--- src/include/soc_macros.svh ---
`ifndef SOC_MACROS_SVH
`define SOC_MACROS_SVH

// ========================================
// Address map
// ========================================

// Near side regions, address bits 31:28
`define SOC_REGION_RAM 4'h2
`define SOC_REGION_BRIDGE 4'h5

// Far side slots behind the bridge, address bits 27:24
`define SOC_SLOT_TIMER 4'h5
`define SOC_SLOT_DMA 4'h7

// ========================================
// Sizes and rates
// ========================================

`define SOC_RAM_WORDS 1024
`define SOC_TIMER_PRESCALE 4

// Timer register word offsets
`define SOC_TIMER_REG_COUNT 2'd0
`define SOC_TIMER_REG_COMPARE 2'd1
`define SOC_TIMER_REG_ENABLE 2'd2

// DMA register word offsets
`define SOC_DMA_REG_SOURCE 2'd0
`define SOC_DMA_REG_DEST 2'd1
`define SOC_DMA_REG_COUNT 2'd2
`define SOC_DMA_REG_BUSY 2'd3

`endif

--- src/design/soc_pkg.sv ---
package soc_pkg;

	// ========================================
	// Bus vectors
	// ========================================

	typedef logic [31:0] addr_t;
	typedef logic [31:0] data_t;

	// Offset inside the bridge region
	typedef logic [27:0] far_addr_t;

	// Requesting port number
	typedef logic [1:0] bus_source_t;

	localparam bus_source_t SRC_NONE = 2'd0;
	localparam bus_source_t SRC_INSTR = 2'd1;
	localparam bus_source_t SRC_DATA = 2'd2;
	localparam bus_source_t SRC_DMA = 2'd3;

	// ========================================
	// State machines
	// ========================================

	typedef enum logic {
		ARB_IDLE,
		ARB_BUSY
	} arb_state_e;

	typedef enum logic [1:0] {
		DMA_IDLE,
		DMA_READ,
		DMA_WRITE
	} dma_state_e;

endpackage

--- src/design/interval_timer.sv ---
`timescale 1ns/10ps
`include "soc_macros.svh"

module interval_timer (
	input logic clock,
	input logic i_rst,
	input logic i_request,
	input logic i_rw,
	input logic [1:0] i_reg,
	input soc_pkg::data_t i_wdata,
	output soc_pkg::data_t o_rdata,
	output logic o_ready,
	output logic o_interrupt
);
	import soc_pkg::*;

	localparam int PW = $clog2(`SOC_TIMER_PRESCALE);
	localparam logic [PW-1:0] PRESCALE_LAST = PW'(`SOC_TIMER_PRESCALE - 1);

	logic [PW-1:0] prescale;
	data_t count;
	data_t compare;
	logic enable;
	logic access;

	assign access = i_request && !o_ready;

	always_ff @(posedge clock) begin
		if (i_rst) begin
			o_ready <= 1'b0;
			prescale <= '0;
			count <= '0;
			compare <= '0;
			enable <= 1'b0;
		end else begin
			o_ready <= access;
			if (access && i_rw && (i_reg == `SOC_TIMER_REG_COMPARE)) begin
				// New compare restarts the interval
				compare <= i_wdata;
				count <= '0;
				prescale <= '0;
			end else if (enable) begin
				if (prescale == PRESCALE_LAST) begin
					prescale <= '0;
					count <= count + 1'b1;
				end else begin
					prescale <= prescale + 1'b1;
				end
			end
			if (access && i_rw && (i_reg == `SOC_TIMER_REG_ENABLE)) begin
				enable <= i_wdata[0];
			end
		end
	end

	always_ff @(posedge clock) begin
		if (access) begin
			case (i_reg)
				`SOC_TIMER_REG_COUNT: o_rdata <= count;
				`SOC_TIMER_REG_COMPARE: o_rdata <= compare;
				`SOC_TIMER_REG_ENABLE: o_rdata <= {31'b0, enable};
				default: o_rdata <= '0;
			endcase
		end
	end

	// Level, stays up until compare is rewritten or the timer is disabled
	assign o_interrupt = enable && (count >= compare);

endmodule

--- config.mk ---
export PLATFORM = sky130hd
export DESIGN_NAME = interval_timer
export DESIGN_NICKNAME = d
export VERILOG_FILES = /design/src/design/soc_pkg.sv /design/src/design/interval_timer.sv
export VERILOG_INCLUDE_DIRS = /design/src /design/src/include
export SDC_FILE = /design/constraint.sdc
export NUM_CORES = 1
export LEC_CHECK = 0
export BUFFER_PORTS_ARGS = -buffer_cell sky130_fd_sc_hd__buf_4
export CAP_MARGIN = 25
export CORE_MARGIN = 10
export CORE_UTILIZATION = 40
export CTS_BUF_LIST = sky130_fd_sc_hd__clkbuf_4 sky130_fd_sc_hd__clkbuf_8 sky130_fd_sc_hd__clkbuf_16
export DETAILED_ROUTE_END_ITERATION = 8
export GPL_TIMING_DRIVEN = 0
export RECOVER_POWER = 50
export REMOVE_ABC_BUFFERS = 1
export SETUP_SLACK_MARGIN = 0.5
export SYNTH_ARGS = -nofsm -noshare
export SYNTH_HDL_FRONTEND = slang
export SYNTH_SLANG_ARGS = --single-unit
--- constraint.sdc ---
create_clock -name clock -period 5.8 [get_ports clock]
set_clock_uncertainty 0.05 [all_clocks]
set_input_delay 0.29 -clock clock [delete_from_list [all_inputs] [get_ports clock]]
set_output_delay 0.29 -clock clock [all_outputs]
set_load 0.01 [all_outputs]
* Yosys cells after proc, flatten, opt, wreduce, memory -nomap -nowiden
Index checks and enable logic that the tools add are counted.
** Storage, ports and cells
- Register bits after elaboration :: 100
- Input bits :: 38
- Output and inout bits :: 34
- Logic and storage cells :: 23
** Operators by class
- $add $sub $neg :: 2
- $lt $le $gt $ge :: 1
- Equal/unequal tests :: 3
- Mux-type cells :: 2
- Reduce and logical (&&, ||, !) cells :: 9
** Operators with widths (count)
- $pmux 32 s3 :: 1
- $add 32x1->32 const B :: 1
- $ge 32x32->1 :: 1
- $logic_and 1x1->1 :: 5
- $eq 2x2->1 const B :: 2
- $add 2x1->2 const B :: 1
- $eq 2x1->1 const B :: 1
- $logic_not 2->1 :: 1
- $mux 2 :: 1
- $reduce_and 2->1 :: 1
- $reduce_or 2->1 :: 1
- $logic_not 1->1 :: 1

* Longest topological paths before layout
Gate-level depths: netlist of run 1.
- Depth in word-level cells :: 5
- Gate-level depth with buffers :: 7
- Depth with buffers taken out :: 7

* Worst setup path after synthesis of run 1
OpenSTA, ideal clock, no wires.
- Path kind :: register to register
- Start point :: register o_ready
- End point :: register count[0]
- Library setup time :: 128 ps
- Arrival :: 2962 ps
- Setup slack :: 2660 ps
- Stages on the path, launching flop included :: 7
- Buffers on the path :: 2
- Period minus slack after synthesis :: 3140 ps
- Cell sequence :: dfxtp_1 > nor2b_1 > nand4b_1 > nand2b_1 > buf_6 > clkbuf_1 > nor2_1
** On the way
- Longest elaborated chain between the ends :: 5
** Ends and longest elaborated chain
- start, declared :: RTL line interval_timer.sv:12 : output logic o_ready,
- start signal, assigned :: RTL line interval_timer.sv:36 : o_ready <= access;
- $logic_not 1->1 :: RTL line interval_timer.sv:26 : assign access = i_request && !o_ready;
- $logic_and 1x1->1 :: RTL line interval_timer.sv:26
- named net access :: RTL line interval_timer.sv:24 : logic access;
- $logic_and 1x1->1 (2 in series) :: RTL line interval_timer.sv:37 : if (access && i_rw && (i_reg == `SOC_TIMER_REG_COMPARE)) begin
- $reduce_or 2->1 (no source line)
- end signal, assigned :: RTL line interval_timer.sv:45 : count <= count + 1'b1;
- end, declared :: RTL line interval_timer.sv:21 : data_t count;
The timed path passes the listed nets, and every way through them passes these cells.
A chain may end at the register's enable or synchronous reset.

* Worst setup path in the final report of run 1
- Start point :: input i_reg[0]
- End point :: register count[31]
** On the way
- Longest elaborated chain between the ends :: 3
** Ends and longest elaborated chain
- start, declared :: RTL line interval_timer.sv:9 : input logic [1:0] i_reg,
- $eq 2x1->1
- $logic_and 1x1->1 :: RTL line interval_timer.sv:37
- $reduce_or 2->1 (no source line)
No other way between the ends.

==> qor.yml, run 1 <==
ys_async_sr_fraction_pct: 0
finish.utilization_pct: 47.60
num_vias: 3819
setup_viol: 0
worst_pin_slew_ns: 2.540
yosysWarnings: 0
drt-vias-per-instance: 4.909
synth_seq_cells: 100
die_area_um2: 17540
cts_tree: "done"
fmax_mhz: 245.8
cts_setup_buffers: 0
ys_types: 49
clkSinkCount: 100
finalHoldViolations: 0
portBuffers: 71
yosysTopAreaCell: "dfxtp_1"
r2r_cells: 6
nNetsFinal: 673
p_leak_nw: 2.248
ant_nets: 0
cts_buffers: 9
routed_wl_um: 11310
fin_ws_ns: 1.732
postSynthAreaPerCell_um2: 9.368
grt_pass1_vias: 3838
crit_path_end_kind: "flip-flop"
drive_gt1_share_pct: 12.87
synth_commonest_cells: "nand2_1 (82), dfxtp_1 (68), nor2_1 (61)"
max_stage_delay_ns: 1.77
clkLatencyLatePin_ns: 0.35
grt_max_degree: 37
htreeDepth: 3
worstPathArrival_ns: 4.26
initial_core_util_pct: 40.41
place_hpwl_um: 8169
violations: "max-capacitance violations, max-slew violations"
synth_ff_type: "dfxtp_1"
ctsLongestPathBuffers: 2
globalplace.congestion: 0.8254
maxSlewViolCount: 51
clk_pin_slew_ns: 0.07
maxCapViolCount: 2
overflow: 0
avgRoutedWirePerCell_um: 14.53
first_iter_violations: 164
cp-start-kind: "input port"
holdPathEnd: "compare[18]$_SDFFE_PP0P_"
antenna_cells: 0
ys_seq_area_share_pct: 45.91
crit_family: "buffers and inverters"
period_minus_slack_ns: 4.068
hp-class: "input port to flip-flop"
track_usage_pct: 13.03
area_delta_synth_final_pct: 17.78
power_density_nw_per_um2: 241.9
die_width_um: 132.5
synth_area_um2: 5059
cp_max_fo: 36
min_delay_path_depth: 3
antenna_found_initial: 0
ctsHoldBuffers: 0
rsz0062_at_grt: "false"
crit_type: "input port to flip-flop"
cp_data_required_time_ns: 5.99
slew_headroom_pct: -69.36
synth_most_common_cell: "nand2_1"
regToRegSetupSlack_ns: 2.16
fin_crit_sh_pct: 70.14
synth_edf_count: 32
ios: 72
cts.repair.resized: 0
critPathBufInv: 2
hold_path.startpoint: "i_wdata[18]"
firstDrtPassIters: 4
rows: 41
status: "finished, violations left"
r2r_end: "count[31]$_SDFFE_PP0P_"
path_cells: "clkbuf_1 -> nand4b_1 -> nand2b_1 -> buf_8 -> nor2_1"
die_y_um: 132.5
grt_pass1_wl_um: 18910
synth_top_area_share_pct: 26.91
tns_ns: 0
root_buffer: "clkbuf_16"
synthCells: 540
vdd_drop_max_uv: 119.6
yosys-top-cells-area: "dfxtp_1 (27%), edfxtp_1 (19%), ha_1 (8.4%)"
post-route-drc-count: 0
core_um2: 12520
dp_slack_ns: 2.806
cpMaxStageDelayCell: "clkbuf_1"
timing.rr.start: "o_ready$_SDFF_PP0_"
[cell usage in the layout, fill, tap and decap left out, drive strengths merged, types with 15 or more instances in the layout]
cell    instances
xnor2          17
mux2i          35
dfxtp          68
inv            38
a21oi          46
nand3          15
ha             34
clkbuf         49
nand2          82
nor2           64
edfxtp         32
buf            43
[worst reg2reg max path: stages (launching register included)]
cell	delay, ns
dfxtp_1	0.31
nor2b_1	1.16
buf_16	0.26
nand4b_1	0.54
nand2b_1	0.88
buf_8	0.26
nor2_1	0.07
[layout make-up]
type,instances,area [µm²]
sequential,100,2322
clock inverter,1,5.005
clock buffer,15,294.0
tap,172,215.2
timing repair buffer,77,509.2
inverter,38,142.6
fill,1246,6559
multi-input combinational,375,2470
[layer usage]
layer / GRT usage, % / wire length, µm / vias up
met3: 3.028 / 347 / 15
met5: 0 / 0 / -
met4: 5.318 / 197 / 0
li1: - / - / 1961
met2: 20.36 / 5088 / 53
met1: 16.96 / 5674 / 1790
[through the flow]
step / cell area, µm² / total power [mW] / instances / hold slack (ns)
floorplan: 4922 / 0.7964 / 513 / 0.3091
global placement: 5670 / 0.8584 / 756 / 0.4086
detailed placement: 5794 / 0.8666 / 762 / 0.4140
CTS: 6093 / 1.467 / 778 / 0.1269
global route: 5958 / 1.495 / 778 / 0.1303
finish: 5958 / 1.442 / 778 / 0.1350
[power breakdown]
| group | internal, mW | switching, mW | leakage, nW | total (mW) |
|---|---|---|---|---|
| clock network | 0.348 | 0.252 | 0.153 | 0.600 |
| logic | 0.0422 | 0.0558 | 1.22 | 0.0980 |
| registers | 0.737 | 0.00663 | 0.871 | 0.743 |
[flip-flops by register name, summed over array words and instances (netlist names)]
name and cells:
compare 32, count 32, o_rdata 32, prescale 2, enable 1, o_ready 1
[worst max path at each step]
stage,startpoint,endpoint,slack [ns],cells past startpoint
5_1_grt,i_reg[0],count[24]$_SDFFE_PP0P_,1.39,5
6_report,i_reg[0],count[31]$_SDFFE_PP0P_,1.73,5
2_1_floorplan,o_ready$_SDFF_PP0_,count[0]$_SDFFE_PP0P_,1.40,4
3_5_place_dp,i_request,count[20]$_SDFFE_PP0P_,2.81,7
3_3_place_gp,i_request,count[8]$_SDFFE_PP0P_,-1.04,5
4_1_cts,count[0]$_SDFFE_PP0P_,o_interrupt,2.85,8
[kinds of logic (layout without fill, tap and decap cells)]
logic type	after synthesis	after routing	share of synthesized area [%]
xor gates and xnor gates	29	29	5.021
adders and majority gates	34	34	8.410
AOI/OAI and AO/OA	64	64	7.074
muxes	35	35	6.926
buffers and inverters	65	131	5.516
and+or+nand+nor	213	213	21.15
DFF	100	100	45.91
Power figures use the tool's default switching activity.
==> run 2: changes to the inputs <==
==> constraint.sdc (replaced) <==
create_clock -name clock -period 3.5 [get_ports clock]
set_clock_uncertainty 0.05 [all_clocks]
set_input_delay 0.175 -clock clock [delete_from_list [all_inputs] [get_ports clock]]
set_output_delay 0.175 -clock clock [all_outputs]
set_load 0.01 [all_outputs]
==> run 2 against run 1 <==
  * The run now ends clean
  * Highest routed layer unchanged
  * First-iteration DRC count is the same
  * Wire length shrank 0.15%
  * Largest power group unchanged
  * Worst hold slack lost 0.11 ns
  * Die area is the same
  * Clock-buffer cell count is the same
  * Non-clock buffer count is the same
  * Sequential power grew 66%
==> qor.yml, run 2 (synthesized netlist as in run 1, its figures left out) <==
antenna_cells: 0  # unchanged
crit_family: "compound AO/OA/AOI/OAI gates"  # was buffers and inverters
grt_pass1_vias: 3838  # unchanged
finalHoldViolations: 0  # unchanged
hold_path.startpoint: "i_wdata[18]"  # unchanged
cp_common_cell: "o21ai_0"
crit_type: "flip-flop to primary output"  # was input port to flip-flop
die_y_um: 132.5  # unchanged
grt_max_degree: 37  # unchanged
ios: 72  # unchanged
use_met3_pct: 3.028  # unchanged
gr-usage-met1_pct: 16.96  # unchanged
clkSinkCount: 100  # unchanged
die_area_um2: 17540  # unchanged
area_delta_synth_final_pct: 18.08  # was 17.78%
final_common_cell: "nand2_1"  # unchanged
track_usage_pct: 13.03  # unchanged
busiest_layer: "met2"  # unchanged
finish.utilization_pct: 47.72  # was 47.60%
p_leak_nw: 2.258  # was 2.248 nW
cts_buffers: 9  # unchanged
first_iter_violations: 164  # unchanged
maxSlewViolCount: 0  # was 51
clkLatencyLatePin_ns: 0.35  # about the same
path_cells: "inv_1 -> ha_1 -> nand2b_1 -> a2111oi_1 -> o21ai_0 -> a21oi_1 -> o21ai_0 -> buf_4"  # was clkbuf_1 -> nand4b_1 -> nand2b_1 -> buf_8 -> nor2_1
placedInstanceArea_um2: 5794  # unchanged
portBuffers: 71  # unchanged
regToRegSetupSlack_ns: 0.89  # was 2.16 ns
hp-class: "input port to flip-flop"  # unchanged
setup_viol: 0  # unchanged
worstPathArrival_ns: 2.52  # was 4.26 ns
met2_usage_pct: 20.36  # unchanged
hold_ws_ns: 0.01999  # was 0.1350 ns
max_stage_delay_ns: 0.44  # was 1.77 ns
cp-startpoint: "count[0]$_SDFFE_PP0P_"  # was i_reg[0]
antenna_found_initial: 0  # unchanged
overflow: 0  # unchanged
period_minus_slack_ns: 2.746
clk_pin_slew_ns: 0.07  # about the same
cp_data_required_time_ns: 3.27  # was 5.99 ns
drive_gt1_share_pct: 13.37  # was 12.87%
timing.rr.start: "o_ready$_SDFF_PP0_"  # unchanged
drt-vias-per-instance: 4.900  # was 4.909
rsz0062_at_grt: "false"  # unchanged
dp_slack_ns: 0.5732  # was 2.806 ns
fin_area_um2: 5973  # was 5958 µm²
avgRoutedWirePerCell_um: 14.51  # was 14.53 µm
grt_pass1_wl_um: 18910  # unchanged
top_regs: "compare: 32 flops, count: 32 flops, o_rdata: 32 flops"  # unchanged
maxCapViolCount: 0  # was 2
fin_crit_sh_pct: 78.45
routed_wl_um: 11290  # was 11,310 µm
vdd_drop_max_uv: 198.1  # was 119.6 µV
status: "completed"  # was finished, violations left
nNetsFinal: 673  # unchanged
core_um2: 12520  # unchanged
critPathBufInv: 2  # unchanged
fmax_mhz: 364.2
crit_path_end_kind: "primary output"  # was flip-flop
cpMaxStageDelayCell: "dfxtp_1"  # was clkbuf_1
firstDrtPassIters: 4  # unchanged
place_hpwl_um: 8169  # unchanged
globalplace.congestion: 0.8254  # unchanged
fin_ws_ns: 0.7542  # was 1.732 ns
final_cell_mix: "nand2_1 (82), dfxtp_1 (68), nor2_1 (61), a21oi_1 (46), buf_4 (39)"  # was nand2_1 (82), dfxtp_1 (68), nor2_1 (61), a21oi_1 (46)
power_density_nw_per_um2: 399.7  # was 241.9 nW/µm²
ant_nets: 0  # unchanged
initial_core_util_pct: 40.41  # unchanged
tns_ns: 0  # unchanged
post-route-drc-count: 0  # unchanged
die_width_um: 132.5  # unchanged
rows: 41  # unchanged
root_buffer: "clkbuf_16"  # unchanged
slew_headroom_pct: 48.25  # was -69.36%
worst_pin_slew_ns: 0.7754  # was 2.540 ns
ctsHoldBuffers: 0  # unchanged
cp-start-kind: "flip-flop"  # was input port
ctsLongestPathBuffers: 2  # unchanged
cp_max_fo: 5  # was 36
cts_tree: "done"  # unchanged
num_vias: 3812  # was 3,819
htreeDepth: 3  # unchanged
==> run 2: cell count changes in the layout (fill, tap and decap cells not counted), sizes merged <==
| cell | delta |
|---|---|
| clkbuf | -1 |
| buf | +1 |
==> run 2: stage by stage <==
stage | cells | power (mW)
global placement | 756 | 1.423
finish | 778 | 2.387
detailed placement | 762 | 1.436
CTS | 778 | 2.431
floorplan | 513 | 1.320
global route | 778 | 2.476
==> run 2: layout make-up <==
| class | instances | area, µm² |
|---|---|---|
| Inverter | 38 | 142.6 |
| Clock inverter | 1 | 5.005 |
| Multi-Input combinational cell | 375 | 2481 |
| Tap cell | 172 | 215.2 |
| Sequential cell | 100 | 2322 |
| Fill cell | 1245 | 6544 |
| Clock buffer | 15 | 294.0 |
| Timing Repair Buffer | 77 | 513.0 |
==> run 2: final timing paths <==
kind | endpoint | depth (start not counted)
max reg2reg | count[31]$_SDFFE_PP0P_ | 6
min | compare[18]$_SDFFE_PP0P_ | 3
min reg2reg | compare[21]$_SDFFE_PP0P_ | 2
max | o_interrupt | 8
==> run 2: power by group <==
| group | total, mW | internal [mW] | switching, mW |
|---|---|---|---|
| logic | 0.161 | 0.0684 | 0.0924 |
| clock network | 0.995 | 0.576 | 0.418 |
| registers | 1.23 | 1.22 | 0.0113 |
| total | 2.39 | 1.87 | 0.522 |
==> run 2: what timing repair did <==
item,in CTS,in global routing
resized for setup,0,2
endpoints found under the hold margin,0,0
endpoints found under the setup margin,0,18
buffers inserted,0,0
==> run 2: metal layers <==
layer	vias to the layer above	share of wire [%]
met4	0	1.7
met2	55	45
met5	-	0
met3	15	3.1
li1	1960	-
met1	1782	50
==> run 2: worst reg2reg max path, cell delays in order (launching register included) <==
cell	delay, ns
dfxtp_1	0.33
nor2b_4	0.44
buf_16	0.23
nand4b_1	0.55
nand2b_2	0.59
buf_8	0.23
nor2_1	0.07
