--- src/include/soc_macros.svh ---
`ifndef SOC_MACROS_SVH
`define SOC_MACROS_SVH

// ========================================
// Address map
// ========================================

// Near side regions, address bits 31:28
`define SOC_REGION_RAM 4'h2
`define SOC_REGION_BRIDGE 4'h5

// Far side slots behind the bridge, address bits 27:24
`define SOC_SLOT_TIMER 4'h5
`define SOC_SLOT_DMA 4'h7

// ========================================
// Sizes and rates
// ========================================

`define SOC_RAM_WORDS 1024
`define SOC_TIMER_PRESCALE 4

// Timer register word offsets
`define SOC_TIMER_REG_COUNT 2'd0
`define SOC_TIMER_REG_COMPARE 2'd1
`define SOC_TIMER_REG_ENABLE 2'd2

// DMA register word offsets
`define SOC_DMA_REG_SOURCE 2'd0
`define SOC_DMA_REG_DEST 2'd1
`define SOC_DMA_REG_COUNT 2'd2
`define SOC_DMA_REG_BUSY 2'd3

`endif

--- src/design/soc_pkg.sv ---
package soc_pkg;

	// ========================================
	// Bus vectors
	// ========================================

	typedef logic [31:0] addr_t;
	typedef logic [31:0] data_t;

	// Offset inside the bridge region
	typedef logic [27:0] far_addr_t;

	// Requesting port number
	typedef logic [1:0] bus_source_t;

	localparam bus_source_t SRC_NONE = 2'd0;
	localparam bus_source_t SRC_INSTR = 2'd1;
	localparam bus_source_t SRC_DATA = 2'd2;
	localparam bus_source_t SRC_DMA = 2'd3;

	// ========================================
	// State machines
	// ========================================

	typedef enum logic {
		ARB_IDLE,
		ARB_BUSY
	} arb_state_e;

	typedef enum logic [1:0] {
		DMA_IDLE,
		DMA_READ,
		DMA_WRITE
	} dma_state_e;

endpackage

--- src/design/bus_arbiter.sv ---
`timescale 1ns/10ps
`include "soc_macros.svh"

module bus_arbiter (
	input logic clock,
	input logic i_rst,

	// Port A for instruction fetch
	input logic i_pa_request,
	input soc_pkg::addr_t i_pa_address,
	output logic o_pa_ready,
	output soc_pkg::data_t o_pa_rdata,

	// Port B for data access
	input logic i_pb_request,
	input logic i_pb_rw,
	input soc_pkg::addr_t i_pb_address,
	input soc_pkg::data_t i_pb_wdata,
	output logic o_pb_ready,
	output soc_pkg::data_t o_pb_rdata,

	// Port C for the DMA master
	input logic i_pc_request,
	input logic i_pc_rw,
	input soc_pkg::addr_t i_pc_address,
	input soc_pkg::data_t i_pc_wdata,
	output logic o_pc_ready,
	output soc_pkg::data_t o_pc_rdata,

	// Shared bus
	output logic o_bus_request,
	output logic o_bus_rw,
	output soc_pkg::addr_t o_bus_address,
	output soc_pkg::data_t o_bus_wdata,
	output soc_pkg::bus_source_t o_bus_source,
	input logic i_bus_ready,
	input soc_pkg::data_t i_bus_rdata
);
	import soc_pkg::*;

	arb_state_e state;
	bus_source_t grant;

	always_ff @(posedge clock) begin
		if (i_rst) begin
			state <= ARB_IDLE;
			grant <= SRC_NONE;
		end else begin
			case (state)
				ARB_IDLE: begin
					// Fixed priority with instruction first
					if (i_pa_request) begin
						grant <= SRC_INSTR;
						state <= ARB_BUSY;
					end else if (i_pb_request) begin
						grant <= SRC_DATA;
						state <= ARB_BUSY;
					end else if (i_pc_request) begin
						grant <= SRC_DMA;
						state <= ARB_BUSY;
					end
				end
				ARB_BUSY: begin
					if (i_bus_ready) begin
						grant <= SRC_NONE;
						state <= ARB_IDLE;
					end
				end
				default: state <= ARB_IDLE;
			endcase
		end
	end

	// Capture the winner's access while idle
	always_ff @(posedge clock) begin
		if (state == ARB_IDLE) begin
			if (i_pa_request) begin
				o_bus_rw <= 1'b0;
				o_bus_address <= i_pa_address;
				o_bus_wdata <= '0;
			end else if (i_pb_request) begin
				o_bus_rw <= i_pb_rw;
				o_bus_address <= i_pb_address;
				o_bus_wdata <= i_pb_wdata;
			end else if (i_pc_request) begin
				o_bus_rw <= i_pc_rw;
				o_bus_address <= i_pc_address;
				o_bus_wdata <= i_pc_wdata;
			end
		end
	end

	assign o_bus_request = (state == ARB_BUSY);
	assign o_bus_source = grant;

	// Completion goes back to the granted port only
	assign o_pa_ready = o_bus_request && i_bus_ready && (grant == SRC_INSTR);
	assign o_pb_ready = o_bus_request && i_bus_ready && (grant == SRC_DATA);
	assign o_pc_ready = o_bus_request && i_bus_ready && (grant == SRC_DMA);

	assign o_pa_rdata = (grant == SRC_INSTR) ? i_bus_rdata : '0;
	assign o_pb_rdata = (grant == SRC_DATA) ? i_bus_rdata : '0;
	assign o_pc_rdata = (grant == SRC_DMA) ? i_bus_rdata : '0;

	// A completion only reaches a port that is still asking
	a_ready_to_requester: assert property (
		@(posedge clock) disable iff (i_rst)
		(!o_pa_ready || i_pa_request) &&
		(!o_pb_ready || i_pb_request) &&
		(!o_pc_ready || i_pc_request)
	);

endmodule

--- config.mk ---
export PLATFORM = sky130hd
export DESIGN_NAME = bus_arbiter
export DESIGN_NICKNAME = d
export VERILOG_FILES = /design/src/design/soc_pkg.sv /design/src/design/bus_arbiter.sv
export VERILOG_INCLUDE_DIRS = /design/src /design/src/include
export SDC_FILE = /design/constraint.sdc
export NUM_CORES = 1
export LEC_CHECK = 0
export ABC_AREA = 1
export BUFFER_PORTS_ARGS = -buffer_cell sky130_fd_sc_hd__buf_4
export CORE_AREA = 5 5 140 142
export DETAILED_ROUTE_END_ITERATION = 8
export DIE_AREA = 0 0 145 147
export HOLD_SLACK_MARGIN = 0.1
export SLEW_MARGIN = 10
export SYNTH_ARGS = -nofsm -noshare
export SYNTH_HDL_FRONTEND = slang
export SYNTH_SLANG_ARGS = --single-unit
--- constraint.sdc ---
create_clock -name clock -period 5.15 [get_ports clock]
set_clock_uncertainty 0.1 [all_clocks]
set_input_delay 0 -clock clock [delete_from_list [all_inputs] [get_ports clock]]
set_output_delay 0 -clock clock [all_outputs]
set_load 0.05 [all_outputs]
# Yosys cells after proc, flatten, opt, wreduce, memory -nomap -nowiden
# Cells that the tools add are included.
dict set report totals {
  ff_bits 68
  in_bits 200
}
dict set report classes {
  eq_ne 5
  n_mux 20
  bitwise 1
  reduce_logical 7
}
# cell n
set ops {}
lappend ops {{2-to-1 mux 32 bit} 8}
lappend ops {{2-to-1 mux 2 bit} 4}
lappend ops {{2-to-1 mux 1 bit} 6}
lappend ops {{equality test 2 bit (second input constant)} 2}
lappend ops {{logical AND 1 bit} 4}
lappend ops {{inequality test 4 bit (second input constant)} 1}
lappend ops {{one-hot mux 2 bit (2 select lines)} 1}
lappend ops {{AND reduction 2 bit} 2}
lappend ops {{nonzero test 3 bit} 1}
lappend ops {{equality test 2 x 1 -> 1 bit (second input constant)} 1}
lappend ops {{inequality test 2 bit (second input constant)} 1}
lappend ops {{one-hot mux 1 bit (2 select lines)} 1}
lappend ops {{NOT 1 bit} 1}

# Logic depth before layout (Yosys ltp)
# Gate-level depths: netlist of the first run.
dict set report depth {
  depth_word 4
  ltp_mapped 8
}

# Worst setup path after synthesis of the first run
# Ideal clock, no wire load.
dict set report synth_path {
  path_kind {register to register}
  startpoint {register state (netlist: o_bus_request)}
  endpoint {register o_bus_address[0], enable pin}
  setup_time_ns 0.447
  t_arrival_ns 2.368
  required_time_ns 4.603
  setup_slack_ns 2.235
  stages_incl_launch_ff 2
  period_less_slack_ns 2.915
  path_cell_list {dfxtp_1 -> a21oi_2}
}
dict set report synth_via {
  elab_chain_cells 2
}
# item line
set synth_rtl {}
lappend synth_rtl {{from (decl)} bus_arbiter.sv:41} ;# arb_state_e state;
lappend synth_rtl {{from (signal assigned)} bus_arbiter.sv:46} ;# state <= ARB_IDLE;
lappend synth_rtl {{from (signal assigned)} bus_arbiter.sv:54} ;# state <= ARB_BUSY;
lappend synth_rtl {{from (signal assigned)} bus_arbiter.sv:57} ;# state <= ARB_BUSY;
lappend synth_rtl {{NOT 1 bit (no line)} n/a}
lappend synth_rtl {{AND reduction 2 bit (no line)} n/a}
lappend synth_rtl {{to (signal assigned)} bus_arbiter.sv:79} ;# o_bus_address <= i_pa_address;
lappend synth_rtl {{to (signal assigned)} bus_arbiter.sv:83} ;# o_bus_address <= i_pb_address;
lappend synth_rtl {{to (signal assigned)} bus_arbiter.sv:87} ;# o_bus_address <= i_pc_address;
lappend synth_rtl {{to (decl)} bus_arbiter.sv:33} ;# output soc_pkg::addr_t o_bus_address,
# No other way between the ends.
# A chain may end at the register's enable or synchronous reset.

# Worst setup path after layout of the first run
dict set report layout_path {
  startpoint {input port i_pa_request}
  endpoint {register o_bus_address[5], data pin}
}
dict set report layout_via {
  elab_chain_cells 1
}
# item line
set layout_rtl {}
lappend layout_rtl {{from (decl)} bus_arbiter.sv:9} ;# input logic i_pa_request,
lappend layout_rtl {{2-to-1 mux 32 bit} bus_arbiter.sv:77} ;# if (i_pa_request) begin
# No other way between the ends.

==> results_dict.tcl, run 1 <==
set metrics [dict create \
    period_minus_slack_ns 2.111 \
    setup_violations 0 \
    chipHeight_um 147 \
    status "finished clean" \
    slew_headroom_pct 20.08 \
    critPathMaxFanout 44 \
    cp_num_buf_inv 5 \
    syn_area_um2 3620 \
    grt_pass1_vias 5166 \
    diodes 0 \
    synth_top_area_share_pct 53.92 \
    multi_input_area_um2 1281 \
    setup_slack_ns 3.039 \
    synthTopCellsByArea "edfxtp_1 54%, nand2_1 11%, nor2_1 10%" \
    tns_ns 0 \
    grt_pass1_wl_um 27150 \
    ctsRootBufferMaster "clkbuf_16" \
    worstMarginPinSlew_ns 1.196 \
    fillers 1768 \
    drt-initial-drc-count 156 \
    coreArea_um2 18330 \
    io_pins 367 \
    cts-buffers-inserted 9 \
    ys_seq_elements 68 \
    period_share_pct 41.00 \
    die-area_um2 21320 \
    start_util_pct 19.75 \
    final_nets 1102 \
    preCtsSetupSlack_ns 3.252 \
    p_per_area_nw_per_um2 258.9 \
    dp_cells 989 \
    arrival_ns 2.21 \
    crit_required_ns 5.25 \
    wl_per_cell_um 15.53 \
    clkTransAtPathRegs_ns 0.06 \
    synth_fp_nets 614 \
    syn_area_per_cell_um2 8.743 \
    first_pass_iters 4 \
    grt_setup_unrepaired "false" \
    hold_viol_final 0 \
    portBuffers 366 \
    worstSetupStartpointType "primary input" \
    synth_top_area_cell "edfxtp_1" \
    endpoint_kind "register" \
    antenna_found_initial 0 \
    chipWidth_um 145 \
    slowest_stage "inv_2" \
    cts_setup_buffers 0 \
    final_cells 1141 \
    track_usage_pct 15.81 \
    routed_wl_um 17720 \
    grt_max_degree 67 \
    ys_types 17 \
    ys_async_sr_fraction_pct 0 \
    drc_errors 0 \
    clockBufferDepth 2 \
    synth_edf_count 65 \
    cts_tree "done" \
    synth_seq_area_share_pct 55.58 \
    cts_resized 0 \
    slew_violations 0 \
    power.leakage_nw 4.156 \
    cap_violations 0 \
    cpPeakStageDelay_ns 0.63 \
    ys_top_cells_by_count "105 x nand2_1, 101 x nor2_1, 65 x edfxtp_1, 37 x inv_1" \
    synth_warnings 0 \
    synthMostInstantiatedCell "nand2_1" \
    clkLatencyLatePin_ns 0.33 \
    hold_buffers 136 \
    cts_sinks 68 \
    num_vias 4770 \
    avgViaCountPerCell 4.181 \
    hp-class "in -> reg" \
    vdd_drop_max_mv 0.1631 \
    drive_above_1_share_pct 42.45 \
    gp_congestion 0.7531 \
    syn_inst 414 \
    synth_ff_type "edfxtp_1" \
    path_class "in -> reg" \
    fin_util_pct 44.44 \
    drt.antenna.violating_nets 0 \
    htreeDepth 3 \
    hpwl_um 12570 \
    rows 50 \
    cp_top_family "buffers and inverters" \
    max_freq_mhz 473.6 \
    regArea_um2 2012 \
    path_cells "buf_4 -> inv_2 -> nand2_1 -> inv_2 -> buf_4 -> nand2_1 -> nand3_1 -> dlygate4sd3_1" \
    grt-ovfl-total 0 \
    area_growth_pct 125.1 \
]
[state kept, by name, indices dropped and copies added (netlist names)]
signal	count
o_bus_source	2
o_bus_address	32
o_bus_rw	1
o_bus_wdata	32
o_bus_request	1
[through the flow]
step           hold slack (ns)  cell area (um2)  power, W
2_1_floorplan         -0.03093             3620  0.001138
3_3_place_gp           0.07772             6502  0.001421
3_5_place_dp           0.08218             6502  0.001424
4_1_cts                 0.2637             8147  0.002134
5_1_grt                 0.2806             8147  0.002204
6_report                0.2875             8147  0.002109
[power breakdown]
part           internal (W)  switching, W
Sequential         0.000683     0.0000195
Combinational      0.000323      0.000489
Clock              0.000367      0.000229
Total               0.00137      0.000737
[per-layer routing]
metal	vias to the layer above	track usage, %	wire length [um]
met4	0	4.991	318
met3	19	5.151	1492
met1	2171	16.99	6625
met5	-	0	0
met2	254	29.27	9282
li1	2326	-	-
[cells in the final DEF, fill, tap and decap left out]
master and instances:
o21ai_0 1, clkinvlp_4 1, a22o_1 33, buf_4 369, inv_2 2, or2_1 1
nor2_1 101, a21oi_4 1, clkinv_1 4, dfxtp_1 3, clkbuf_16 9, a21oi_1 3
nor2_4 1, edfxtp_1 65, bufinv_16 1, inv_1 37, clkinv_2 1, nand2_1 105
dlygate4sd3_1 136, nand3_1 33
[path summary, 6_finish.rpt]
check                      startpoint                            to  slack [ns]  cells past startpoint
max reg2reg  o_bus_request$_SDFF_PP0_  o_bus_wdata[9]$_SDFFCE_PP0P_        3.42                      2
min reg2reg  o_bus_request$_SDFF_PP0_      o_bus_request$_SDFF_PP0_        0.50                      2
max                      i_pa_request    o_bus_address[5]$_DFFE_PP_        3.04                      8
min                             i_rst      o_bus_request$_SDFF_PP0_        0.29                      3
[tightest hold or removal path, cell delays in order]
cell and delay (ns):
dlygate4sd3_1 0.52, buf_4 0.11, a21oi_1 0.03
[kinds of logic (layout without fill, tap and decap cells)]
group / count (synthesis) / count (layout) / synth area share, %
and+or+nand+nor: 241 / 241 / 26.27
AOI/OAI and AO/OA: 38 / 38 / 8.780
buffers and inverters: 67 / 560 / 9.368
DFF: 68 / 68 / 55.58
[final cells by class]
cell class / instances / share of cell area (%)
sequential: 68 / 24.70
clock buffer: 9 / 2.765
multi-input combinational: 279 / 15.73
inverter: 39 / 1.797
timing repair buffer: 505 / 50.71
clock inverter: 7 / 0.7065
tap: 234 / 3.594
Power figures use the tool's default switching activity.
==> inputs of run 2 (changes only) <==
--- a/config.mk
+++ b/config.mk
@@ -6,7 +6,7 @@
 export SDC_FILE = /design/constraint.sdc
 export NUM_CORES = 1
 export LEC_CHECK = 0
-export ABC_AREA = 1
+export ABC_AREA = 0
 export BUFFER_PORTS_ARGS = -buffer_cell sky130_fd_sc_hd__buf_4
 export CORE_AREA = 5 5 140 142
 export DETAILED_ROUTE_END_ITERATION = 8
==> constraint.sdc (replaced) <==
create_clock -name clock -period 1.81 [get_ports clock]
set_clock_uncertainty 0.1 [all_clocks]
set_input_delay 0 -clock clock [delete_from_list [all_inputs] [get_ports clock]]
set_output_delay 0 -clock clock [all_outputs]
set_load 0.05 [all_outputs]
==> results_dict.tcl, run 2 <==
set metrics [dict create \
    drc_errors 0 \
    endpoint_kind "register" \
    synth_seq_area_share_pct 49.94 \
    worstMarginPinSlew_ns 0.4285 \
    cts-buffers-inserted 9 \
    power_frac_seq_pct 32.2 \
    grt_max_degree 45 \
    slew_headroom_pct 71.34 \
    gp_congestion 0.8104 \
    drive_above_1_share_pct 45.32 \
    placed_area_um2 6994 \
    period_share_pct 93.85 \
    cts_sinks 68 \
    setup_violations 0 \
    vdd_drop_max_mv 0.3765 \
    synth_ff_type "edfxtp_1" \
    synth_warnings 0 \
    diodes 0 \
    grt-ovfl-total 0 \
    p_total_w 0.006104 \
    area_growth_pct 120.3 \
    worstSetupStartpointType "primary input" \
    final_nets 1093 \
    status "finished clean" \
    synth_top_area_cell "edfxtp_1" \
    start_util_pct 21.98 \
    clkTransAtPathRegs_ns 0.06 \
    met3WireLength_um 1574 \
    stdcell_area_um2 8877 \
    synth_fp_nets 576 \
    drt.antenna.violating_nets 0 \
    wl_met1_um 7128 \
    grt_pass1_vias 4994 \
    antenna_found_initial 0 \
    ys_async_sr_fraction_pct 0 \
    layout_common_cells "376 x buf_4, 158 x dlygate4sd3_1, 65 x mux2i_1, 65 x edfxtp_1, 62 x and2_1" \
    hold_viol_final 0 \
    critPathMaxFanout 8 \
    syn_inst 376 \
    synthTopCellsByArea "edfxtp_1 48%, mux2i_1 16%, and2_1 9.6%" \
    drt-initial-drc-count 117 \
    fillers 1687 \
    grt_setup_unrepaired "false" \
    power.leakage_nw 4.385 \
    ys_top_cells_by_count "65 x edfxtp_1, 65 x mux2i_1, 62 x and2_1, 36 x nor2_1" \
    p_sw_share_pct 34.56 \
    avgViaCountPerCell 4.246 \
    cap_violations 0 \
    top_layer "met4" \
    wl_met2_um 9360 \
    slew_violations 0 \
    max_freq_mhz 588.7 \
    syn_area_per_cell_um2 10.72 \
    ys_seq_elements 68 \
    clkLatencyLatePin_ns 0.32 \
    synth_edf_count 65 \
    die-area_um2 21320 \
    power.share.clock_pct 28.9 \
    num_vias 4806 \
    chipHeight_um 147 \
    coreArea_um2 18330 \
    clockBufferDepth 2 \
    hp-class "in -> reg" \
    layout_commonest_cell "buf_4" \
    portBuffers 366 \
    syn_area_um2 4029 \
    cts_tree "done" \
    ctsRootBufferMaster "clkbuf_16" \
    wl_per_cell_um 16.37 \
    p_per_area_nw_per_um2 687.5 \
    period_minus_slack_ns 1.699 \
    hpwl_um 13240 \
    first_pass_iters 4 \
    synth_top_area_share_pct 48.45 \
    rows 50 \
    chipWidth_um 145 \
    crit_required_ns 1.78 \
    p_switching_w 0.002109 \
    track_usage_pct 16.28 \
    htreeDepth 3 \
    grt_pass1_wl_um 27810 \
    path_class "in -> reg" \
    routed_wl_um 18540 \
    ys_types 26 \
    pwr-share-comb_pct 38.9 \
    intPower_w 0.003994 \
    io_pins 367 \
    arrival_ns 1.67 \
]
## run 2: metrics by stage
step | hold WS [ns] | setup TNS, ns | cells | utilization, % | setup slack, ns
global placement | 0.1312 | 0 | 958 | 38.16 | 0.4041
detailed placement | 0.1339 | 0 | 958 | 38.16 | 0.3582
CTS | 0.1836 | 0 | 1132 | 48.39 | 0.08032
floorplan | 0.01724 | -14.00 | 376 | - | -0.2155
global route | 0.2063 | 0 | 1132 | 48.43 | 0.02006
finish | 0.1990 | 0 | 1132 | 48.43 | 0.1113
## run 2: what timing repair did
| item | 4_1_cts | 5_1_grt |
|---|---|---|
| gates resized for setup | 0 | 2 |
| setup endpoints to repair | 0 | 3 |
| hold endpoints to repair | 68 | 0 |
| hold buffers | 158 | 0 |
| setup buffers | 0 | 0 |
## run 2: layout make-up
type / instances / area, um2 / area share (%)
Sequential cell: 68 / 2016 / 22.71
Multi-Input combinational cell: 275 / 1804 / 20.32
Tap cell: 234 / 292.8 / 3.298
Clock inverter: 6 / 65.06 / 0.7329
Inverter: 1 / 3.754 / 0.04228
Timing Repair Buffer: 538 / 4467 / 50.32
Clock buffer: 10 / 229.0 / 2.579
## run 2: power by group through the flow
stage          clock network (W)  registers [W]  logic (W)
2_1_floorplan                  0        0.00253   0.000677
3_3_place_gp                   0        0.00199    0.00204
3_5_place_dp                   0        0.00200    0.00204
4_1_cts                  0.00181        0.00197    0.00237
5_1_grt                  0.00188        0.00198    0.00250
6_report                 0.00176        0.00196    0.00238
## run 2: cells by family after synthesis
family	after synthesis	synth area share (%)
DFF	68	49.94
buffers and inverters	33	5.466
and+or+nand+nor	172	23.11
muxes	66	16.43
AOI/OAI and AO/OA	37	5.062
## run 2: worst paths after layout
kind                                start                            end  slack [ns]  cells past startpoint
max                          i_pb_request  o_bus_wdata[26]$_SDFFCE_PP0P_        0.11                      5
min                          i_pa_request  o_bus_wdata[15]$_SDFFCE_PP0P_        0.20                      3
max reg2reg  o_bus_source[0]$_SDFFE_PP0P_   o_bus_source[0]$_SDFFE_PP0P_        0.14                      4
min reg2reg      o_bus_request$_SDFF_PP0_   o_bus_source[1]$_SDFFE_PP0P_        0.54                      2
## run 2: metal layers
layer  up-vias  track usage (%)
met5         -                0
met4         0            5.132
met3        34            5.891
met2       244            29.17
met1      2180            17.94
li1       2348                -
## run 2: critical path: stages
cell	delay, ns
buf_4	0.17
dlygate4sd3_1	0.69
mux2i_1	0.20
dlygate4sd3_1	0.57
nor2_1	0.05
