### src/include/soc_macros.svh
`ifndef SOC_MACROS_SVH
`define SOC_MACROS_SVH

// ========================================
// Address map
// ========================================

// Near side regions, address bits 31:28
`define SOC_REGION_RAM 4'h2
`define SOC_REGION_BRIDGE 4'h5

// Far side slots behind the bridge, address bits 27:24
`define SOC_SLOT_TIMER 4'h5
`define SOC_SLOT_DMA 4'h7

// ========================================
// Sizes and rates
// ========================================

`define SOC_RAM_WORDS 1024
`define SOC_TIMER_PRESCALE 4

// Timer register word offsets
`define SOC_TIMER_REG_COUNT 2'd0
`define SOC_TIMER_REG_COMPARE 2'd1
`define SOC_TIMER_REG_ENABLE 2'd2

// DMA register word offsets
`define SOC_DMA_REG_SOURCE 2'd0
`define SOC_DMA_REG_DEST 2'd1
`define SOC_DMA_REG_COUNT 2'd2
`define SOC_DMA_REG_BUSY 2'd3

`endif

### src/design/soc_pkg.sv
package soc_pkg;

	// ========================================
	// Bus vectors
	// ========================================

	typedef logic [31:0] addr_t;
	typedef logic [31:0] data_t;

	// Offset inside the bridge region
	typedef logic [27:0] far_addr_t;

	// Requesting port number
	typedef logic [1:0] bus_source_t;

	localparam bus_source_t SRC_NONE = 2'd0;
	localparam bus_source_t SRC_INSTR = 2'd1;
	localparam bus_source_t SRC_DATA = 2'd2;
	localparam bus_source_t SRC_DMA = 2'd3;

	// ========================================
	// State machines
	// ========================================

	typedef enum logic {
		ARB_IDLE,
		ARB_BUSY
	} arb_state_e;

	typedef enum logic [1:0] {
		DMA_IDLE,
		DMA_READ,
		DMA_WRITE
	} dma_state_e;

endpackage

### src/design/peripheral_bridge.sv
`timescale 1ns/10ps
`include "soc_macros.svh"

module peripheral_bridge (
	input logic clock,
	input logic i_rst,

	// Near side
	input logic i_request,
	input logic i_rw,
	input soc_pkg::far_addr_t i_address,
	input soc_pkg::data_t i_wdata,
	output soc_pkg::data_t o_rdata,
	output logic o_ready,
	output logic o_fault,

	// Far side
	output logic o_far_request,
	output logic o_far_rw,
	output soc_pkg::far_addr_t o_far_address,
	output soc_pkg::data_t o_far_wdata,
	output logic o_timer_select,
	output logic o_dma_select,
	input soc_pkg::data_t i_timer_rdata,
	input logic i_timer_ready,
	input soc_pkg::data_t i_dma_rdata,
	input logic i_dma_ready
);
	import soc_pkg::*;

	logic fault_ready;

	always_ff @(posedge clock) begin
		if (i_rst) begin
			o_far_request <= 1'b0;
			fault_ready <= 1'b0;
		end else begin
			if (o_far_request) begin
				if (o_ready) begin
					o_far_request <= 1'b0;
				end
			end else if (i_request) begin
				o_far_request <= 1'b1;
			end
			// Nobody answers an empty slot so the bridge completes it
			fault_ready <= o_far_request && !o_timer_select && !o_dma_select && !fault_ready;
		end
	end

	// Far side payload follows the near access
	always_ff @(posedge clock) begin
		if (!o_far_request && i_request) begin
			o_far_rw <= i_rw;
			o_far_address <= i_address;
			o_far_wdata <= i_wdata;
		end
	end

	// ========================================
	// Slot decode and return path
	// ========================================

	assign o_timer_select = (o_far_address[27:24] == `SOC_SLOT_TIMER);
	assign o_dma_select = (o_far_address[27:24] == `SOC_SLOT_DMA);

	assign o_rdata =
		o_timer_select ? i_timer_rdata :
		o_dma_select ? i_dma_rdata :
		'0;

	assign o_ready =
		o_timer_select ? i_timer_ready :
		o_dma_select ? i_dma_ready :
		fault_ready;

	assign o_fault = fault_ready;

	// Completion only while a far access is open
	a_ready_in_access: assert property (
		@(posedge clock) disable iff (i_rst)
		o_ready |-> o_far_request
	);

endmodule

### config.mk
export PLATFORM = sky130hd
export DESIGN_NAME = peripheral_bridge
export DESIGN_NICKNAME = d
export VERILOG_FILES = /design/src/design/soc_pkg.sv /design/src/design/peripheral_bridge.sv
export VERILOG_INCLUDE_DIRS = /design/src /design/src/include
export SDC_FILE = /design/constraint.sdc
export NUM_CORES = 1
export LEC_CHECK = 0
export ABC_AREA = 1
export BUFFER_PORTS_ARGS = -buffer_cell sky130_fd_sc_hd__buf_2
export CAP_MARGIN = 40
export CORE_AREA = 3 3 88 90
export DETAILED_ROUTE_END_ITERATION = 6
export DIE_AREA = 0 0 91 93
export PLACE_DENSITY = 0.76
export SETUP_SLACK_MARGIN = 0.1
export SKIP_CTS_REPAIR_TIMING = 1
export SYNTH_ARGS = -nofsm -noshare
export SYNTH_HDL_FRONTEND = slang
export SYNTH_SLANG_ARGS = --single-unit
### constraint.sdc
create_clock -name clock -period 3.9 [get_ports clock]
set_input_delay 0.195 -clock clock [delete_from_list [all_inputs] [get_ports clock]]
set_output_delay 0.195 -clock clock [all_outputs]
set_load 0.05 [all_outputs]
[Word level (Yosys, flattened, before mapping)]
Cells that the tools add are included.
Word-level totals
  register bits after elaboration: 63
  bits in latches: 0
  RAM bits: 0
  memory bits (read-only): 0
  output and inout bits: 98
  word-level logic and storage cells: 22
  memories: 0
Operators by class
  add/subtract/negate cells: 0
  $mul: 0
  divide/modulo/power cells: 0
  magnitude comparators: 0
  equality and inequality tests: 2
  shifts and indexed selects: 0
  muxes and demuxes: 7
  bitwise logic cells: 0
  reduce and logical (&&, ||, !) cells: 8
Operators by type and width (count)
  $mux 32: 2
  $eq 4x3->1 const B: 2
  $mux 1: 5
  $logic_and 1x1->1: 4
  $logic_not 1->1: 4

[Logic depth before layout (Yosys ltp)]
Gate-level depths: netlist of the first run.
  depth after elaboration: 5
  depth in mapped cells: 7
  mapped depth without buffers: 6

[Worst setup path before layout of the first run]
Ideal clock, no wire load.
  kind: register to register
  start: register o_far_request
  end: register o_far_address[0] (enable)
  setup time: 0.483 ns
  data arrival time: 3.142 ns
  required time: 3.417 ns
  setup slack: 0.275 ns
  stages on the path, launching flop included: 2
  path buffers: 0
  path through: dfxtp_1 > nor2_1
Between the ends
  word-level cells in the longest chain between the ends: 2
Ends and longest elaborated chain
  from (decl): line peripheral_bridge.sv:18  | output logic o_far_request,
  from (signal assigned): line peripheral_bridge.sv:35  | o_far_request <= 1'b0;
  from (signal assigned): line peripheral_bridge.sv:40  | o_far_request <= 1'b0;
  from (signal assigned): line peripheral_bridge.sv:43  | o_far_request <= 1'b1;
  $logic_not 1->1: line peripheral_bridge.sv:52  | if (!o_far_request && i_request) begin
  $logic_and 1x1->1: line peripheral_bridge.sv:52
  to (signal assigned): line peripheral_bridge.sv:54  | o_far_address <= i_address;
  to (decl): line peripheral_bridge.sv:20  | output soc_pkg::far_addr_t o_far_address,
No other way between the ends.
A chain may end at the register's enable or synchronous reset.

[Worst setup path after layout of the first run]
  start: register o_far_address[27]
  end: output port o_rdata[11]
Between the ends
  word-level cells in the longest chain between the ends: 3
  elaborated cells on any way between the ends: 4
Ends and longest elaborated chain
  $eq 4x3->1 (no line)
  $mux 32: line peripheral_bridge.sv:68  | o_dma_select ? i_dma_rdata :
  $mux 32 *: line peripheral_bridge.sv:67  | o_timer_select ? i_timer_rdata :
  to (decl): line peripheral_bridge.sv:13  | output soc_pkg::data_t o_rdata,
Mark *: on every way between the ends. The rest lies on a longest branch, timed or not.

==> results of run 1 <==
cell usage after synthesis:
master	count	area, um^2
buf_6	5	56.3
dfxtp_1	2	40.0
buf_8	1	15.0
nor2_4	1	11.3
nand3_1	4	20.0
edfxtp_1	61	1830
nor3_1	1	5.00
nand2_2	10	62.6
nand2_1	93	349
clkinv_2	1	5.00
nor2_2	1	6.26
inv_4	1	6.26
inv_1	11	41.3
nor2_1	2	7.51
worst reg2reg max path: stages (launching register included):
cell	delay [ps]
dfxtp_1	350
nor2_4	620
buf_4	520
final timing paths:
path                                   startpoint           endpoint  cells past startpoint
worst max register to register      o_far_request  o_far_address[16]                      2
worst max-delay path            o_far_address[27]        o_rdata[11]                      6
worst min-delay path                  i_wdata[13]    o_far_wdata[13]                      1
worst min register to register      o_far_request            o_fault                      2
flip-flops by register name (all words and copies together) (netlist names):
| name | flops |
|---|---|
| o_far_address | 28 |
| o_far_rw | 1 |
| o_fault | 1 |
| o_far_request | 1 |
| o_far_wdata | 32 |
metal layers:
metal / GRT usage / wire length, um / share of wire
met1: 0.175 / 2500 / 0.32
met2: 0.315 / 3900 / 0.51
met3: 0.0893 / 1110 / 0.14
met4: 0.0867 / 180 / 0.023
met5: 0 / 0 / 0
kinds of logic after synthesis:
group | after synthesis | synth area share
buffers and inverters | 19 | 0.0504
flip-flops | 63 | 0.762
AND/OR/NAND/NOR | 112 | 0.188
power by group through the flow:
stage	clock, mW	combinational [mW]	sequential (mW)
after floorplan	0	0.0999	1.00
after global placement	0	0.394	0.830
after detailed placement	0	0.398	0.833
after CTS	0.629	0.399	0.818
after global routing	0.656	0.416	0.822
final	0.614	0.395	0.817
metrics by stage:
stage / power, mW / cell area [um^2] / instances
6_report: 1.83 / 3880 / 531
5_1_grt: 1.89 / 3880 / 531
4_1_cts: 1.85 / 3880 / 531
3_5_place_dp: 1.23 / 3660 / 515
3_3_place_gp: 1.22 / 3660 / 515
2_1_floorplan: 1.10 / 2460 / 194
final cells by class:
class                      instances  area, um^2
fill                             666        3250
sequential                        63        1870
timing repair buffer             228        1140
multi-input combinational        112         469
clock buffer                       9         124
tap                               99         124
clock inverter                     7        97.6
inverter                          13        52.6
==> flow_summary_export.csv, run 1 <==
group,metric,value,unit
drt,totalWireLength,7.70,mm
placed_design,gp_congestion,0.738,
sta,setup_viol,0,
min_path,hp-class,"input port to flip-flop",
sta,whs,34.7,ps
grt,grt_overflow,0,
drt,firstDrtPassIters,4,
power,power_leakage,2.03,nW
sta,fin_tns_setup,0,ps
drt,avgRoutedWirePerCell,14.5,um
drt,vias,2233,
clock_tree,clk_pin_slew_worst_paths,70,ps
drt,via_per_inst,4.21,
placed_design,dp_slack,2030,ps
critical_path,crit_arrival,1800,ps
critical_path,cp_slowest_cell,"edfxtp_1",
clock_tree,cts_max_level,3,
logic_synthesis,synth-warning-count,0,
grt,antenna_found_initial,0,
critical_path,critPathMaxStageDelay,440,ps
drt,drcViolationCount,0,
die,die_w,91,um
power,net-switching-power,0.569,mW
sta,drv_slew,0,
die,die-area,8460,um^2
run_status,status,"completed",
sta,hold_viol,0,
clock_tree,worstSkewPairLatency,330,ps
sta,maxSlewHeadroom,0.488,
logic_synthesis,synth.distinct_cells,14,
power,pwr-share-seq,0.447,
clock_tree,cts_tree,"yes",
sta,final.setup_skew,7.45,ps
critical_path,ff2ff_setup_slack,2050,ps
clock_tree,clockBufferDepth,2,
power,p_per_area,470,nW/um^2
critical_path,crit_buf_inv,2,
run,drv_cap,0,
critical_path,start_kind,"flip-flop",
finish,area_growth,58.0,%
clock_tree,cts_buffers,9,
critical_path,cp_common_cell,"nand2_1",
critical_path,path_cells,"nor2_4 > nand2_2 > inv_4 > nand2_1 > nand2_1 > buf_2",
sta,rsz0062_at_grt,"false",
critical_path,cp-end-kind,"primary output",
sta,layout_setup_ws,1910,ps
drt,postRouteAntennaNets,0,
die,core_area,7140,um^2
grt,grt_max_degree,35,
clock_tree,cts_root_buf,"clkbuf_8",
critical_path,crit_type,"flip-flop to primary output",
placed_design,portBuffers,227,
sta,tightest_slew,767,ps
power,power_frac_comb,0.216,
finish,layout_common_cells,"buf_2, nand2_1, edfxtp_1",
sta,period_share,0.510,
power,sw_frac_of_total,0.311,
finish,layout.nets,557,
logic_synthesis,yosysSeqAreaShare,0.762,
power,internal_power,1.26,mW
grt,grt_pass1_vias,2272,
finish,n_antenna_cell,0,
finish,fin_util,0.544,
sta,fmax,502,MHz
die,initial_core_util,0.344,
clock_tree,cts.sinks,63,
grt,track_usage,0.179,
finish,layout_commonest_cell,"buf_2",
die,rows,31,
logic_synthesis,syn-num-nets,324,
critical_path,cp_max_fo,33,
drt,drt-initial-drc-count,33,
power,vdd_ir_drop_max,456,uV
critical_path,required,3700,ps
die,die_h,93,um
sta,fin_crit,1990,ps
grt,grt_first_pass_wirelength,11.5,mm
critical_path,crit_family,"buffers and inverters",
logic_synthesis,syn_area,2460,um^2
power,pwr-share-clk,0.336,
placed_design,dpl.hpwl,6.22,mm
logic_synthesis,syn_inst,194,
finish,drive_gt1_frac,0.600,
logic_synthesis,ys_seq_elements,63,
logic_synthesis,synth_area_per_cell,12.7,um^2
die,boundaryPins,228,
Note: power is estimated with default switching activity, not from simulation.
==> run 2: changes to the inputs <==
--- a/config.mk
+++ b/config.mk
@@ -6,13 +6,13 @@
 export SDC_FILE = /design/constraint.sdc
 export NUM_CORES = 1
 export LEC_CHECK = 0
-export ABC_AREA = 1
+export ABC_AREA = 0
 export BUFFER_PORTS_ARGS = -buffer_cell sky130_fd_sc_hd__buf_2
 export CAP_MARGIN = 40
 export CORE_AREA = 3 3 88 90
 export DETAILED_ROUTE_END_ITERATION = 6
 export DIE_AREA = 0 0 91 93
-export PLACE_DENSITY = 0.76
+export PLACE_DENSITY = 0.75
 export SETUP_SLACK_MARGIN = 0.1
 export SKIP_CTS_REPAIR_TIMING = 1
 export SYNTH_ARGS = -nofsm -noshare
==> constraint.sdc (replaced) <==
create_clock -name clock -period 2 [get_ports clock]
set_input_delay 0.1 -clock clock [delete_from_list [all_inputs] [get_ports clock]]
set_output_delay 0.1 -clock clock [all_outputs]
set_load 0.05 [all_outputs]
==> flow_summary_export.csv, run 2 <==
group,metric,value,unit
logic_synthesis,synth-warning-count,0,
finish,n_antenna_cell,0,
power,power_leakage,2.26,nW
sta,rsz0062_at_grt,"false",
sta,setup_viol,0,
finish,register_area,1870,um^2
drt,avgRoutedWirePerCell,16.7,um
die,rows,31,
drt,postRouteAntennaNets,0,
logic_synthesis,synth_area_per_cell,16.7,um^2
die,initial_core_util,0.340,
finish,fill_cells,593,
finish,reg_top3,"o_far_wdata: 32 flops, o_far_address: 28 flops",
finish,largest-register,"o_far_wdata",
critical_path,cp-end-kind,"primary output",
critical_path,cp_max_fo,36,
min_path,min_to,"o_far_request",
clock_tree,cts_tree,"yes",
drt,via_per_inst,4.38,
logic_synthesis,synth-xor-area-share,0,
sta,maxSlewHeadroom,0.713,
die,die_w,91,um
sta,whs,94.3,ps
grt,grt_pass1_vias,2154,
finish,layout_common_cells,"buf_2, dlygate4sd3_1, edfxtp_1",
finish,layout.nets,575,
min_path,min_from,"i_request",
logic_synthesis,synth.distinct_cells,14,
sta,fmax,557,MHz
drt,firstDrtPassIters,4,
drt,drcViolationCount,0,
sta,fin_crit,1790,ps
die,die_h,93,um
power,internal_power,2.68,mW
logic_synthesis,yosys-top-cells-area,"edfxtp_1, mux2i_1, nor2_1, dfxtp_1, buf_2",
clock_tree,cts_root_buf,"clkbuf_8",
grt,gr-usage-met1,0.170,
drt,drt-initial-drc-count,77,
clock_tree,cts_max_level,3,
logic_synthesis,ys_seq_elements,63,
power,pwr-share-seq,0.416,
grt,busiest_layer,"met2",
logic_synthesis,synthAdderAreaFrac,0,
power,pwr-share-clk,0.368,
finish,layout_commonest_cell,"buf_2",
power,net-switching-power,1.09,mW
sta,hold_viol,0,
placed_design,portBuffers,227,
die,boundaryPins,228,
critical_path,required,1900,ps
logic_synthesis,syn_inst,145,
clock_tree,clk_pin_slew_worst_paths,70,ps
sta,drv_slew,0,
clock_tree,worstSkewPairLatency,340,ps
finish,fin_util,0.650,
finish,area_growth,91.2,%
logic_synthesis,synth_ff_type,"edfxtp_1",
logic_synthesis,synthSimpleGateAreaFrac,0.0639,
sta,final.setup_skew,8.65,ps
logic_synthesis,synth-compound-area-share,0.00515,
sta,period_share,0.897,
grt,track_usage,0.181,
finish,drive_gt1_frac,0.567,
grt,gr-usage-met2,0.325,
logic_synthesis,synth_top_area_frac,0.755,
critical_path,reg2reg_depth,4,
grt,grt_overflow,0,
logic_synthesis,yosysSeqAreaShare,0.771,
logic_synthesis,syn-num-nets,275,
clock_tree,cts_buffers,9,
finish,largest_reg_flops,32,
power,p_per_area,812,nW/um^2
logic_synthesis,synth_top_area_cell,"edfxtp_1",
logic_synthesis,synth_top_family_by_area,"multiplexers",
grt,grt_max_degree,37,
die,die-area,8460,um^2
critical_path,crit_arrival,1690,ps
run_status,status,"completed",
grt,grt_util_met3,0.0949,
logic_synthesis,synth_edf_count,61,
clock_tree,clockBufferDepth,2,
grt,grt_first_pass_wirelength,11.5,mm
drt,vias,2403,
power,vdd_ir_drop_max,629,uV
power,sw_frac_of_total,0.289,
min_path,hold_path_depth,3,
logic_synthesis,yosysMostFrequentCell,"edfxtp_1",
logic_synthesis,synthMuxAreaShare,0.143,
logic_synthesis,syn_area,2430,um^2
grt,antenna_found_initial,0,
critical_path,crit_type,"flip-flop to primary output",
critical_path,ff2ff_setup_slack,560,ps
placed_design,dpl.hpwl,6.20,mm
placed_design,gp_congestion,0.782,
die,core_area,7140,um^2
clock_tree,cts.sinks,63,
drt,totalWireLength,9.18,mm
critical_path,worstReg2RegStart,"o_far_address[27]",
sta,tightest_slew,430,ps
critical_path,r2r_end,"o_far_request",
run,drv_cap,0,
critical_path,start_kind,"flip-flop",
logic_synthesis,synth_common_cells,"edfxtp_1, nor2_1, mux2i_1",
logic_synthesis,async_flop_share,0,
power,power_frac_comb,0.216,
min_path,hp-class,"input port to flip-flop",
finish,multi_input_area,522,um^2
-- run 2: cell types whose count changed after synthesis, sizes merged --
cell	previous run	this run
nor2b	0	1
nor3	1	0
nor2	4	36
nand2	103	0
nand3b	0	1
a211oi	0	1
inv	12	1
and3	0	1
buf	6	4
mux2	0	2
nand3	4	0
clkinv	1	0
mux2i	0	32
clkbuf	0	3
-- run 2: stage by stage --
step / cells / TNS [ps] / cell area, um^2 / setup slack (ps) / total power, mW
finish: 549 / 0 / 4640 / 206 / 3.77
global route: 549 / 0 / 4640 / 130 / 3.92
CTS: 485 / 0 / 4010 / 100 / 3.70
detailed placement: 469 / 0 / 3750 / 464 / 2.31
global placement: 469 / 0 / 3750 / 535 / 2.30
floorplan: 145 / -60.1 / 2440 / -2.40 / 2.05
-- run 2: worst max-delay path, stage by stage (launching register included) --
cell	delay, ps
edfxtp_1	430
nand3b_1	230
buf_12	190
mux2_2	290
buf_2	220
-- run 2: area by class of cell --
type,instances,share of cell area
clock buffer,9,0.0267
clock inverter,7,0.0275
inverter,1,0.000809
multi-input combinational,74,0.112
sequential,63,0.404
tap,99,0.0267
timing repair buffer,296,0.402
-- run 2: kinds of logic (layout without fill, tap and decap cells) --
kind of cell | after synthesis | count (layout)
AO/OA/AOI/OAI | 1 | 1
buffers and inverters | 8 | 313
flip-flops | 63 | 63
multiplexers | 34 | 34
AND/OR/NAND/NOR | 39 | 39
-- run 2: power groups by stage --
stage	combinational [mW]	clock (mW)	sequential, mW
2_1_floorplan	0.196	0	1.86
3_3_place_gp	0.705	0	1.59
3_5_place_dp	0.713	0	1.59
4_1_cts	0.715	1.42	1.56
5_1_grt	0.858	1.49	1.57
6_report	0.815	1.39	1.57
-- run 2: worst max path at each step --
stage	startpoint	end	depth (start not counted)	slack, ps
floorplan	o_far_address[27]	o_rdata[0]	3	-2
global placement	o_far_address[25]	o_rdata[18]	4	540
detailed placement	o_far_address[25]	o_rdata[21]	4	460
CTS	o_far_address[25]	o_rdata[26]	4	100
global route	o_far_address[25]	o_rdata[13]	4	130
finish	o_far_address[27]	o_ready	4	210
-- run 2: routing by layer --
metal | share of wire | vias up
li1 | - | 1134
met1 | 0.32 | 1101
met2 | 0.54 | 149
met3 | 0.11 | 19
met4 | 0.028 | 0
met5 | 0 | -
==> run 3: changes to the inputs <==
--- a/config.mk
+++ b/config.mk
@@ -12,6 +12,7 @@
 export CORE_AREA = 3 3 88 90
 export DETAILED_ROUTE_END_ITERATION = 6
 export DIE_AREA = 0 0 91 93
+export GPL_TIMING_DRIVEN = 0
 export PLACE_DENSITY = 0.75
 export SETUP_SLACK_MARGIN = 0.1
 export SKIP_CTS_REPAIR_TIMING = 1
==> flow_summary_export.csv, run 3 (synthesis gave the netlist of run 2 again) <==
group,metric,value,unit
critical_path,ff2ff_setup_slack,470,ps
grt,antenna_found_initial,0,
power,vdd_ir_drop_max,547,uV
sta,drv_slew,0,
grt,gr-usage-met1,0.166,
clock_tree,cts_tree,"yes",
run_status,status,"completed",
clock_tree,clockBufferDepth,2,
drt,firstDrtPassIters,4,
critical_path,crit_type,"flip-flop to primary output",
grt,gr-usage-met2,0.328,
finish,largest_reg_flops,32,
drt,avgRoutedWirePerCell,16.3,um
die,boundaryPins,228,
finish,layout_commonest_cell,"buf_2",
grt,track_usage,0.180,
sta,hold_viol,0,
power,power_leakage,2.26,nW
sta,maxSlewHeadroom,0.797,
drt,drt-initial-drc-count,56,
critical_path,r2r_end,"o_far_request",
power,net-switching-power,1.10,mW
finish,n_antenna_cell,0,
power,p_per_area,808,nW/um^2
finish,largest-register,"o_far_wdata",
finish,fill_cells,579,
power,sw_frac_of_total,0.290,
sta,fin_crit,1830,ps
power,pwr-share-clk,0.367,
finish,layout.nets,579,
placed_design,dpl.hpwl,6.20,mm
die,core_area,7140,um^2
min_path,hp-class,"input port to flip-flop",
finish,post_layout_nonfiller_instances,553,
drt,postRouteAntennaNets,0,
drt,totalWireLength,9.00,mm
finish,area_growth,93.0,%
drt,via_per_inst,4.41,
critical_path,worstReg2RegStart,"o_far_address[24]",
drt,drcViolationCount,0,
grt,grt_max_degree,35,
sta,final.setup_skew,12.5,ps
critical_path,cp-endpoint,"o_ready",
grt,grt_pass1_vias,2235,
placed_design,portBuffers,227,
critical_path,crit_arrival,1730,ps
die,die-area,8460,um^2
placed_design,place_inst,472,
power,total_power,3.78,mW
critical_path,required,1900,ps
die,initial_core_util,0.340,
placed_design,gp_congestion,0.790,
power,power_frac_comb,0.219,
sta,whs,76.2,ps
clock_tree,cts_buffers,9,
grt,grt_first_pass_wirelength,11.5,mm
power,internal_power,2.69,mW
sta,rsz0062_at_grt,"true",
finish,reg_top3,"o_far_wdata: 32 flops, o_far_address: 28 flops",
clock_tree,cts_max_level,3,
critical_path,cp-end-kind,"primary output",
clock_tree,cts.sinks,63,
sta,setup_viol,0,
die,die_h,93,um
critical_path,reg2reg_depth,4,
grt,grt_overflow,0,
grt,busiest_layer,"met2",
finish,layout_common_cells,"buf_2, dlygate4sd3_1, edfxtp_1",
die,rows,31,
sta,fmax,547,MHz
critical_path,start_kind,"flip-flop",
critical_path,cp_max_fo,8,
finish,drive_gt1_frac,0.570,
run,drv_cap,0,
sta,tightest_slew,305,ps
clock_tree,cts_root_buf,"clkbuf_8",
drt,vias,2436,
clock_tree,clk_pin_slew_worst_paths,70,ps
power,pwr-share-seq,0.414,
die,die_w,91,um
sta,period_share,0.915,
clock_tree,worstSkewPairLatency,340,ps
critical_path,startpoint,"o_far_address[24]",
grt,grt_util_met3,0.0837,
==> run 3: power by group through the flow <==
stage               Sequential, mW  Combinational (mW)  Clock [mW]
floorplan                     1.86               0.196           0
CTS                           1.56               0.711        1.42
finish                        1.57               0.829        1.39
detailed placement            1.59               0.710           0
global placement              1.59               0.694           0
global route                  1.57               0.872        1.47
==> run 3: layout make-up <==
class	count	area, um^2	share of cell area
inverters	1	3.75	0.000801
multi-input cells	74	522	0.111
flip-flops and latches	63	1870	0.400
clock inverters	7	128	0.0272
plain buffers	7	43.8	0.00935
clock buffers	9	124	0.0264
well taps	99	124	0.0264
repair buffers	293	1870	0.399
==> run 3: through the flow <==
stage	setup WS, ps	utilization	setup TNS [ps]	instance area [um^2]
5_1_grt	43.8	0.657	0	4690
6_report	171	0.657	0	4690
3_3_place_gp	1.33	0.518	0	3700
2_1_floorplan	-2.40	-	-60.1	2440
3_5_place_dp	313	0.521	0	3720
4_1_cts	-46.4	0.556	-236	3970
==> run 3: worst max-delay path, cell delays in order (launching register included) <==
cell	delay (ps)
edfxtp_1	440
nand3b_1	270
buf_4	180
mux2_2	350
buf_6	160
==> run 3: worst min path at each step <==
stage                       start                end  slack (ps)  cells past startpoint
global route            i_request      o_far_request          70                      3
CTS                 i_address[17]  o_far_address[17]         -90                      1
global placement      i_wdata[31]    o_far_wdata[31]         280                      1
floorplan                   i_rst      o_far_request         160                      1
finish                  i_request      o_far_request          80                      3
detailed placement  i_address[22]  o_far_address[22]         280                      1
==> run 3: metal layers <==
| metal | share of wire | up-vias |
|---|---|---|
| met5 | 0 | - |
| met4 | 0.028 | 0 |
| met3 | 0.10 | 22 |
| met2 | 0.54 | 143 |
| met1 | 0.33 | 1129 |
| li1 | - | 1142 |
